<file path="src/design/axi_pkg.sv">
package axi_pkg;

  localparam int DATA_BYTES = 4;
  localparam int DATA_WIDTH = 8 * DATA_BYTES;
  localparam int ADDR_WIDTH = 6;              // byte address inside one ring
  localparam int ID_WIDTH   = 1;              // ring number
  localparam int ADDR_LSB   = $clog2(DATA_BYTES);

  localparam logic [2:0] BEAT_SIZE  = 3'(ADDR_LSB);
  localparam logic [1:0] BURST_INCR = 2'b01;
  localparam logic [1:0] RESP_OKAY  = 2'b00;

  // write address channel
  typedef struct packed {
    logic [ADDR_WIDTH-1:0] addr;
    logic [7:0]            len;   // beats minus one
    logic [2:0]            size;
    logic [1:0]            burst;
    logic [ID_WIDTH-1:0]   id;
  } aw_t;

  // write data channel
  typedef struct packed {
    logic [DATA_WIDTH-1:0] data;
    logic [DATA_BYTES-1:0] strb;
    logic                  last;
  } w_t;

  // write response channel
  typedef struct packed {
    logic [ID_WIDTH-1:0] id;
    logic [1:0]          resp;
  } b_t;

endpackage

</file>
<file path="src/design/ring_pkg.sv">
package ring_pkg;

  localparam int RING_WORDS    = 16;
  localparam int MAX_BURST_LEN = 8;
  localparam int IDX_WIDTH     = $clog2(RING_WORDS);

  // word pointer, wrap bit on top of the ring index
  typedef logic [IDX_WIDTH:0] ptr_t;

  // one stream beat, tuser carries the burst length minus one
  typedef struct packed {
    logic [axi_pkg::DATA_WIDTH-1:0] tdata;
    logic [axi_pkg::DATA_BYTES-1:0] tkeep;
    logic [7:0]                     tuser;
    logic                           tlast;
  } stream_t;

  // apb map
  localparam int APB_ADDR_WIDTH = 8;
  localparam int REGION_BIT     = 7;
  localparam int DATA_RING_BIT  = 6;    // word index sits in bits 5:2
  localparam int PTR_RING_BIT   = 2;
  localparam int PTR_SEL_BIT    = 3;    // 0 write pointer, 1 read pointer

  localparam logic DATA_WINDOW = 1'b0;  // region bit values
  localparam logic PTR_BASE    = 1'b1;

endpackage

</file>
<file path="src/design/packet_writer.sv">
module packet_writer (
  input  logic              aclk,
  input  logic              aresetn,
  // stream in
  input  logic              s_valid,
  output logic              s_ready,
  input  ring_pkg::stream_t s_data,
  // axi write master
  output logic              aw_valid,
  input  logic              aw_ready,
  output axi_pkg::aw_t      aw,
  output logic              w_valid,
  input  logic              w_ready,
  output axi_pkg::w_t       w,
  input  logic              b_valid,
  output logic              b_ready,
  // ring pointers
  output ring_pkg::ptr_t    wr_ptr,
  input  ring_pkg::ptr_t    rd_ptr
);
  import axi_pkg::*;
  import ring_pkg::*;

  typedef enum logic [0:0] {HEADER, DATA} state_t;

  state_t                state;
  logic                  ready_int;   // burst open, beats may pass
  logic                  start;
  logic                  beat;
  logic                  full;
  ptr_t                  wr_ptr_nxt;
  ptr_t                  delta_ptr;
  logic [ADDR_WIDTH-1:0] aw_addr;
  logic [7:0]            aw_len;

  assign beat       = w_valid && w_ready;
  assign wr_ptr_nxt = beat ? ptr_t'(wr_ptr + 1'b1) : wr_ptr;
  assign full       = delta_ptr[$high(delta_ptr)];   // room left for less than a max burst
  assign start      = (state == HEADER) && s_valid && !full;

  always_ff @(posedge aclk or negedge aresetn) begin
    if (!aresetn) begin
      state     <= HEADER;
      ready_int <= 1'b0;
      aw_valid  <= 1'b0;
      b_ready   <= 1'b0;
      wr_ptr    <= '0;
      delta_ptr <= '0;
    end else begin
      wr_ptr    <= wr_ptr_nxt;
      delta_ptr <= ptr_t'(wr_ptr_nxt + MAX_BURST_LEN - rd_ptr);

      if (aw_valid && aw_ready) begin
        aw_valid <= 1'b0;
      end

      if (b_valid && b_ready) begin
        b_ready <= 1'b0;
      end

      case (state)
        HEADER: begin
          if (start) begin
            aw_valid  <= 1'b1;
            b_ready   <= 1'b1;
            ready_int <= 1'b1;
            state     <= DATA;
          end
        end
        DATA: begin
          if (beat && w.last) begin
            ready_int <= 1'b0;
            state     <= HEADER;
          end
        end
        default: state <= HEADER;
      endcase
    end
  end

  // burst header, taken from the first beat's tuser
  always_ff @(posedge aclk) begin
    if (start) begin
      aw_addr <= ADDR_WIDTH'(wr_ptr[IDX_WIDTH-1:0]) << ADDR_LSB;
      aw_len  <= s_data.tuser;
    end
  end

  assign aw = '{
    addr:  aw_addr,
    len:   aw_len,
    size:  BEAT_SIZE,
    burst: BURST_INCR,
    id:    '0           // arbiter stamps the port
  };

  assign s_ready = w_ready && ready_int;
  assign w_valid = s_valid && ready_int;
  assign w       = '{data: s_data.tdata, strb: s_data.tkeep, last: s_data.tlast};

endmodule

</file>
<file path="src/design/write_arbiter.sv">
module write_arbiter (
  input  logic                aclk,
  input  logic                aresetn,
  // master ports
  input  logic [1:0]          m_aw_valid,
  output logic [1:0]          m_aw_ready,
  input  axi_pkg::aw_t        m_aw [2],
  input  logic [1:0]          m_w_valid,
  output logic [1:0]          m_w_ready,
  input  axi_pkg::w_t         m_w [2],
  output logic [1:0]          m_b_valid,
  input  logic [1:0]          m_b_ready,
  output axi_pkg::b_t         m_b,
  // slave port
  output logic                s_aw_valid,
  input  logic                s_aw_ready,
  output axi_pkg::aw_t        s_aw,
  output logic                s_w_valid,
  input  logic                s_w_ready,
  output axi_pkg::w_t         s_w,
  input  logic                s_b_valid,
  output logic                s_b_ready,
  input  axi_pkg::b_t         s_b
);
  import axi_pkg::*;

  logic                busy;         // grant locked until wlast
  logic [ID_WIDTH-1:0] grant;
  logic [ID_WIDTH-1:0] last_grant;
  logic [ID_WIDTH-1:0] pick;
  logic                w_done;

  assign w_done = s_w_valid && s_w_ready && s_w.last;

  // round robin on ties, otherwise whoever asks
  always_comb begin
    if (&m_aw_valid) begin
      pick = ~last_grant;
    end else begin
      pick = ID_WIDTH'(m_aw_valid[1]);
    end
  end

  always_ff @(posedge aclk or negedge aresetn) begin
    if (!aresetn) begin
      busy       <= 1'b0;
      grant      <= '0;
      last_grant <= '1;
    end else begin
      if (!busy) begin
        if (|m_aw_valid) begin
          busy       <= 1'b1;
          grant      <= pick;
          last_grant <= pick;
        end
      end else if (w_done) begin
        busy <= 1'b0;
      end
    end
  end

  always_comb begin
    s_aw              = m_aw[grant];
    s_aw.id           = grant;
    s_aw_valid        = busy && m_aw_valid[grant];
    m_aw_ready        = '0;
    m_aw_ready[grant] = busy && s_aw_ready;

    s_w              = m_w[grant];
    s_w_valid        = busy && m_w_valid[grant];
    m_w_ready        = '0;
    m_w_ready[grant] = busy && s_w_ready;
  end

  // responses follow the id, independent of the current grant
  always_comb begin
    m_b_valid           = '0;
    m_b_valid[s_b.id]   = s_b_valid;
    s_b_ready           = m_b_ready[s_b.id];
  end

  assign m_b = s_b;

endmodule

</file>
<file path="src/design/ring_memory.sv">
module ring_memory (
  input  logic                                aclk,
  input  logic                                aresetn,
  // axi write slave
  input  logic                                s_aw_valid,
  output logic                                s_aw_ready,
  input  axi_pkg::aw_t                        s_aw,
  input  logic                                s_w_valid,
  output logic                                s_w_ready,
  input  axi_pkg::w_t                         s_w,
  output logic                                s_b_valid,
  input  logic                                s_b_ready,
  output axi_pkg::b_t                         s_b,
  // ring pointers
  input  ring_pkg::ptr_t                      wr_ptr [2],
  output ring_pkg::ptr_t                      rd_ptr [2],
  // apb
  input  logic                                psel,
  input  logic                                penable,
  input  logic                                pwrite,
  input  logic [ring_pkg::APB_ADDR_WIDTH-1:0] paddr,
  input  logic [axi_pkg::DATA_WIDTH-1:0]      pwdata,
  output logic [axi_pkg::DATA_WIDTH-1:0]      prdata,
  output logic                                pready,
  output logic                                pslverr
);
  import axi_pkg::*;
  import ring_pkg::*;

  logic [DATA_WIDTH-1:0] mem [2*RING_WORDS];   // ring 0 then ring 1
  logic                  burst_open;
  logic [ID_WIDTH-1:0]   wr_ring;
  logic [IDX_WIDTH-1:0]  wr_idx;
  logic [ID_WIDTH-1:0]   b_id;
  logic                  aw_hs;
  logic                  w_hs;
  logic                  apb_wr;
  logic                  data_sel;
  logic                  ptr_sel;
  logic                  ptr_ring;

  assign aw_hs = s_aw_valid && s_aw_ready;
  assign w_hs  = s_w_valid && s_w_ready;

  assign s_aw_ready = !burst_open && !s_b_valid;   // hold off while B is pending
  assign s_w_ready  = burst_open;
  assign s_b        = '{id: b_id, resp: RESP_OKAY};

  always_ff @(posedge aclk or negedge aresetn) begin
    if (!aresetn) begin
      burst_open <= 1'b0;
      s_b_valid  <= 1'b0;
    end else begin
      if (aw_hs) begin
        burst_open <= 1'b1;
      end else if (w_hs && s_w.last) begin
        burst_open <= 1'b0;
        s_b_valid  <= 1'b1;
      end
      if (s_b_valid && s_b_ready) begin
        s_b_valid <= 1'b0;
      end
    end
  end

  // word address wraps inside the ring
  always_ff @(posedge aclk) begin
    if (aw_hs) begin
      wr_ring <= s_aw.id;
      wr_idx  <= s_aw.addr[ADDR_LSB +: IDX_WIDTH];
    end else if (w_hs) begin
      wr_idx <= wr_idx + 1'b1;
      for (int i = 0; i < DATA_BYTES; i++) begin
        if (s_w.strb[i]) begin
          mem[{wr_ring, wr_idx}][8*i +: 8] <= s_w.data[8*i +: 8];
        end
      end
      if (s_w.last) begin
        b_id <= wr_ring;
      end
    end
  end

  assign apb_wr   = psel && penable && pwrite;
  assign data_sel = paddr[REGION_BIT] == DATA_WINDOW;
  assign ptr_sel  = paddr[REGION_BIT] == PTR_BASE;
  assign ptr_ring = paddr[PTR_RING_BIT];
  assign pready   = 1'b1;
  assign pslverr  = apb_wr && data_sel;   // data window is read only

  // host frees space by moving the read pointer
  always_ff @(posedge aclk or negedge aresetn) begin
    if (!aresetn) begin
      rd_ptr <= '{default: '0};
    end else if (apb_wr && ptr_sel && paddr[PTR_SEL_BIT]) begin
      rd_ptr[ptr_ring] <= pwdata[IDX_WIDTH:0];
    end
  end

  always_comb begin
    if (data_sel) begin
      prdata = mem[{paddr[DATA_RING_BIT], paddr[ADDR_LSB +: IDX_WIDTH]}];
    end else if (paddr[PTR_SEL_BIT]) begin
      prdata = DATA_WIDTH'(rd_ptr[ptr_ring]);
    end else begin
      prdata = DATA_WIDTH'(wr_ptr[ptr_ring]);
    end
  end

endmodule

</file>
<file path="src/design/packet_buffer_top.sv">
module packet_buffer_top (
  input  logic                                aclk,
  input  logic                                aresetn,
  // capture channels
  input  logic                                s0_valid,
  output logic                                s0_ready,
  input  ring_pkg::stream_t                   s0_data,
  input  logic                                s1_valid,
  output logic                                s1_ready,
  input  ring_pkg::stream_t                   s1_data,
  // host
  input  logic                                psel,
  input  logic                                penable,
  input  logic                                pwrite,
  input  logic [ring_pkg::APB_ADDR_WIDTH-1:0] paddr,
  input  logic [axi_pkg::DATA_WIDTH-1:0]      pwdata,
  output logic [axi_pkg::DATA_WIDTH-1:0]      prdata,
  output logic                                pready,
  output logic                                pslverr
);
  import axi_pkg::*;
  import ring_pkg::*;

  logic [1:0] s_valid, s_ready;
  stream_t    s_data [2];
  logic [1:0] m_aw_valid, m_aw_ready, m_w_valid, m_w_ready, m_b_valid, m_b_ready;
  aw_t        m_aw [2];
  w_t         m_w [2];
  logic       aw_valid, aw_ready, w_valid, w_ready, b_valid, b_ready;
  aw_t        aw;
  w_t         w;
  b_t         b;
  ptr_t       wr_ptr [2];
  ptr_t       rd_ptr [2];

  assign s_valid  = {s1_valid, s0_valid};
  assign s_data   = '{s0_data, s1_data};
  assign s0_ready = s_ready[0];
  assign s1_ready = s_ready[1];

  for (genvar i = 0; i < 2; i++) begin : g_writer
    packet_writer i_packet_writer (
      .aclk     (aclk),
      .aresetn  (aresetn),
      .s_valid  (s_valid[i]),
      .s_ready  (s_ready[i]),
      .s_data   (s_data[i]),
      .aw_valid (m_aw_valid[i]),
      .aw_ready (m_aw_ready[i]),
      .aw       (m_aw[i]),
      .w_valid  (m_w_valid[i]),
      .w_ready  (m_w_ready[i]),
      .w        (m_w[i]),
      .b_valid  (m_b_valid[i]),
      .b_ready  (m_b_ready[i]),
      .wr_ptr   (wr_ptr[i]),
      .rd_ptr   (rd_ptr[i])
    );
  end

  write_arbiter i_write_arbiter (
    .aclk       (aclk),
    .aresetn    (aresetn),
    .m_aw_valid (m_aw_valid),
    .m_aw_ready (m_aw_ready),
    .m_aw       (m_aw),
    .m_w_valid  (m_w_valid),
    .m_w_ready  (m_w_ready),
    .m_w        (m_w),
    .m_b_valid  (m_b_valid),
    .m_b_ready  (m_b_ready),
    .m_b        (),            // writers only count the handshake
    .s_aw_valid (aw_valid),
    .s_aw_ready (aw_ready),
    .s_aw       (aw),
    .s_w_valid  (w_valid),
    .s_w_ready  (w_ready),
    .s_w        (w),
    .s_b_valid  (b_valid),
    .s_b_ready  (b_ready),
    .s_b        (b)
  );

  ring_memory i_ring_memory (
    .aclk       (aclk),
    .aresetn    (aresetn),
    .s_aw_valid (aw_valid),
    .s_aw_ready (aw_ready),
    .s_aw       (aw),
    .s_w_valid  (w_valid),
    .s_w_ready  (w_ready),
    .s_w        (w),
    .s_b_valid  (b_valid),
    .s_b_ready  (b_ready),
    .s_b        (b),
    .wr_ptr     (wr_ptr),
    .rd_ptr     (rd_ptr),
    .psel       (psel),
    .penable    (penable),
    .pwrite     (pwrite),
    .paddr      (paddr),
    .pwdata     (pwdata),
    .prdata     (prdata),
    .pready     (pready),
    .pslverr    (pslverr)
  );

endmodule

</file>
<file path="config.mk">
export PLATFORM = sky130hd
export DESIGN_NAME = packet_buffer_top
export DESIGN_NICKNAME = d
export VERILOG_FILES = /design/src/design/axi_pkg.sv /design/src/design/ring_pkg.sv /design/src/design/packet_writer.sv /design/src/design/write_arbiter.sv /design/src/design/ring_memory.sv /design/src/design/packet_buffer_top.sv
export SDC_FILE = /design/constraint.sdc
export NUM_CORES = 1
export LEC_CHECK = 0
export ABC_AREA = 1
export BUFFER_PORTS_ARGS = -buffer_cell sky130_fd_sc_hd__buf_4
export CELL_PAD_IN_SITES_DETAIL_PLACEMENT = 2
export CELL_PAD_IN_SITES_GLOBAL_PLACEMENT = 2
export CORE_ASPECT_RATIO = 1.75
export CORE_MARGIN = 1
export CORE_UTILIZATION = 45
export CTS_CLUSTER_SIZE = 25
export DETAILED_ROUTE_END_ITERATION = 16
export GPL_TIMING_DRIVEN = 0
export HOLD_SLACK_MARGIN = 0.06
export PLACE_DENSITY_LB_ADDON = 0.1
export REMOVE_ABC_BUFFERS = 1
export SLEW_MARGIN = 30
export SYNTH_ARGS = -nofsm -noshare
export SYNTH_HDL_FRONTEND = slang
export SYNTH_SLANG_ARGS = --single-unit
</file>
<file path="constraint.sdc">
create_clock -name aclk -period 3.99 [get_ports aclk]
set_input_delay 0 -clock aclk [delete_from_list [all_inputs] [get_ports aclk]]
set_output_delay 0 -clock aclk [all_outputs]
set_load 0.01 [all_outputs]
</file>
==> key figures <==
Global route
  – Initial antenna violation count: 7
  – GRT overflow: 0
  – Number of global-route vias before repair: 34,900
  – First-pass GRT wire length: 225 mm
  – Largest net degree at the start of global routing: 155
  – Total Routing Usage GR: 30.5%

Placed design
  – GP Congestion: 0.763
  – HPWL after DPL: 91.9 mm
  – Placed cell count: 5,219
  – Place WS: -0.358 ns
  – PortBufs: 126

Setup path
  – Crit path DAT: 4.34 ns
  – Setup crit start kind: flop
  – CP Cell Sequence: inv_4 -> nand3_2 -> nor2_4 -> inv_2 -> nand2_4 -> nand2_2 -> nor2_1
  – Slowest stage delay, CP: 0.93 ns
  – Critical path type: flop to flop
  – Crit end category: flop
  – Crit path max fanout: 47
  – Slowest CP cell: nor2_1
  – Worst EP required: 4.32 ns
  – Buf+Inv Stages, Crit Path: 2
  – CP delay by family, top: simple AND/OR/NAND/NOR gates

Drt
  – Drt wl/cell: 28.1 um
  – Detail Route Antenna Nets: 0
  – TritonRoute pass-1 iters: 5
  – DRC errors left: 0
  – Final WL: 152 mm
  – Via density: 5.81
  – Drt first-iter violations: 1,936
  – Via count: 31,500

Synthesis
  – Synth warn: 0
  – Largest cells by area after synthesis: edfxtp_1, nand2_1, nand3_1, nor2_1, dfrtp_1
  – Mux contribution to synthesized area: 0.0668%
  – Synthesized cell area: 44,900 sq um
  – Post-Syn Area per Cell: 11.2 sq um
  – Synth top area share: 69.4%
  – Compound-Gate Fraction of Synth Area: 2.92%
  – Post-synthesis sequential area ratio: 71.3%
  – Post-Synth Adder-Cell Area: 0.446%
  – Post-synth EDFFs: 1,038
  – Combinational family with the most area after synthesis: simple AND/OR/NAND/NOR gates
  – Synth unique cells: 38
  – Post-Synth Simple-Gate Area: 21.5%
  – Fraction of registers with async set/reset: 3.26%
  – Gate Count Post-Synth: 4,005
  – Synth area leader: edfxtp_1
  – Leading cell types by count after synthesis: nand2_1, edfxtp_1, nand3_1
  – Most frequent cell after synthesis: nand2_1
  – Ys flop type: edfxtp_1
  – Synth Register Bits: 1,073
  – Post-Synth XOR/XNOR Area: 0.175%

Timing
  – Least-Margin Pin Slew: 1.03 ns
  – Slew HR: 31.0%
  – Minimum clock period: 4.01 ns
  – Max Slew Vio Count: 0
  – Count of final hold-check violations: 0
  – Max Fclk: 0.250 GHz
  – # setup viols final: 8
  – Setup Skew: 0.0369 ns
  – Fin worst setup slack: -0.0163 ns
  – Final period utilization: 100%
  – RSZ-0062 raised after global routing: true
  – Final TNS setup: -0.0917 ns

Power
  – Leakage: 18.2 nW
  – Power per standard cell area: 569 nW/um^2
  – Maximum vdd drop: 0.585 mV

Clock tree
  – TritonCTS buffer count: 98
  – CTS tree: built
  – CTS HTree Levels: 3
  – Clock buffer depth: 3
  – Clk_lat worst skew: 0.72 ns
  – CTS root buffer: clkbuf_16
  – Clock transition at path regs: 0.07 ns
  – CTS Sinks: 1,073

Finish
  – Area of the multi-input gates: 11,500 sq um
  – Synth-to-Final Area Change: 12.3%
  – Final non-filler cell total: 5,423
  – Diodes inserted: 0
  – Proportion of layout cells with a drive suffix above 1: 9.86%
  – Filler cells: 9,989
  – Sequential Area: 32,100 sq um
  – Fin nets: 4,179

Job
  – Max cap viols: 0

Floorplanning
  – Core ar.: 99,200 sq um
  – Initial Util: 45.3%
  – Die Ht: 420 um
  – Rows: 153
  – Die ar.: 101,000 sq um
  – Chip Width: 241 um
  – IO Count: 173

Status
  – Violated checks: negative setup slack
  – Status: complete, but fails checks

Min path
  – Worst hold path type: input pin to flop
[metrics by stage]
step	hold slack (ns)	instance area, sq um	power [mW]	utilization, %
after floorplan	-0.296	43600	16.7	-
after global placement	-0.00561	46200	19.0	46.6
after detailed placement	-0.00643	46900	19.2	47.3
after CTS	0.0835	50500	28.9	50.9
after global routing	0.160	50500	29.6	50.9
final	0.126	50500	28.7	50.9
[metal layers]
layer	track usage (%)	up-vias	wire length [um]
met5	0	-	34
met4	14.4	6	7180
met3	3.36	282	6030
met2	55.8	803	81500
met1	35.3	16500	57500
li1	-	13900	-
[path summary, 6_finish.rpt]
kind | startpoint | endpoint | slack (ns) | cells past startpoint
worst max-delay path | i_write_arbiter.grant | i_ring_memory.mem[4][25] | -0.02 | 7
worst min-delay path | pwdata[3] | i_ring_memory.rd_ptr[3] | 0.13 | 4
worst max register to register | i_write_arbiter.grant | i_ring_memory.mem[4][25] | -0.02 | 7
worst min register to register | g_writer[1].i_packet_writer.b_ready | g_writer[1].i_packet_writer.b_ready | 0.48 | 2
max in group asynchronous | aresetn | i_write_arbiter.grant | 3.33 | 4
min in group asynchronous | aresetn | i_ring_memory.rd_ptr[6] | 0.40 | 4
[area by class of cell]
cell class / count / area share [%]
inverters: 59 / 0.511
flip-flops and latches: 1073 / 63.5
clock buffers: 132 / 5.32
multi-input cells: 2622 / 22.9
clock inverters: 48 / 0.945
repair buffers: 172 / 3.58
well taps: 1317 / 3.26
[registers in the layout, summed over array words and instances (netlist names), 2 cells and up]
register / flops
g_writer.i_packet_writer.wr_ptr: 10
g_writer.i_packet_writer.aw_addr: 8
g_writer.i_packet_writer.ready_int: 2
i_ring_memory.wr_idx: 4
g_writer.i_packet_writer.state: 2
i_ring_memory.rd_ptr: 10
i_ring_memory.mem: 1024
g_writer.i_packet_writer.b_ready: 2
g_writer.i_packet_writer.aw_valid: 2
g_writer.i_packet_writer.delta_ptr: 2
[power breakdown]
part	switching (mW)	internal, mW	total, mW
sequential	0.319	14.1	14.4
clock	4.35	5.25	9.60
combinational	3.87	0.870	4.74
[worst reg2reg max path: stages (launching register included)]
cell	delay, ns
dfrtp_4	0.72
inv_4	0.56
nand3_2	0.26
nor2_4	0.29
inv_2	0.16
nand2_4	0.21
nand2_2	0.52
nor2_1	0.95
[kinds of logic (layout without fill, tap and decap cells)]
family / count (synthesis) / after routing
AO/OA/AOI/OAI: 254 / 254
XOR/XNOR: 9 / 9
adder cells (fa/ha/maj): 16 / 16
buffers and inverters: 310 / 411
flip-flops: 1073 / 1073
multiplexers: 3 / 3
other: 1 / 1
AND/OR/NAND/NOR: 2339 / 2339
[repair_timing]
action / CTS / global route
buffers inserted: 0 / 0
pin swaps: 0 / 0
setup endpoints to repair: 1024 / 460
hold endpoints to repair: 77 / 0
hold buffers: 24 / 0
resized for setup: 57 / 3
[cell usage in the layout (no fill, tap or decap), drive strengths merged, types with 16 or more instances in the layout]
| master | synthesis | layout |
|---|---|---|
| nand2 | 1345 | 1345 |
| edfxtp | 1038 | 1038 |
| nand3 | 654 | 654 |
| nor2 | 330 | 330 |
| o21ai | 182 | 182 |
| buf | 186 | 149 |
| clkbuf | 65 | 132 |
| inv | 58 | 61 |
| a21oi | 43 | 43 |
| dfrtp | 34 | 34 |
| clkinv | 1 | 33 |
| o22ai | 24 | 24 |
| dlygate4sd3 | 0 | 23 |
| ha | 16 | 16 |
Note: power is estimated with default switching activity, not from simulation.
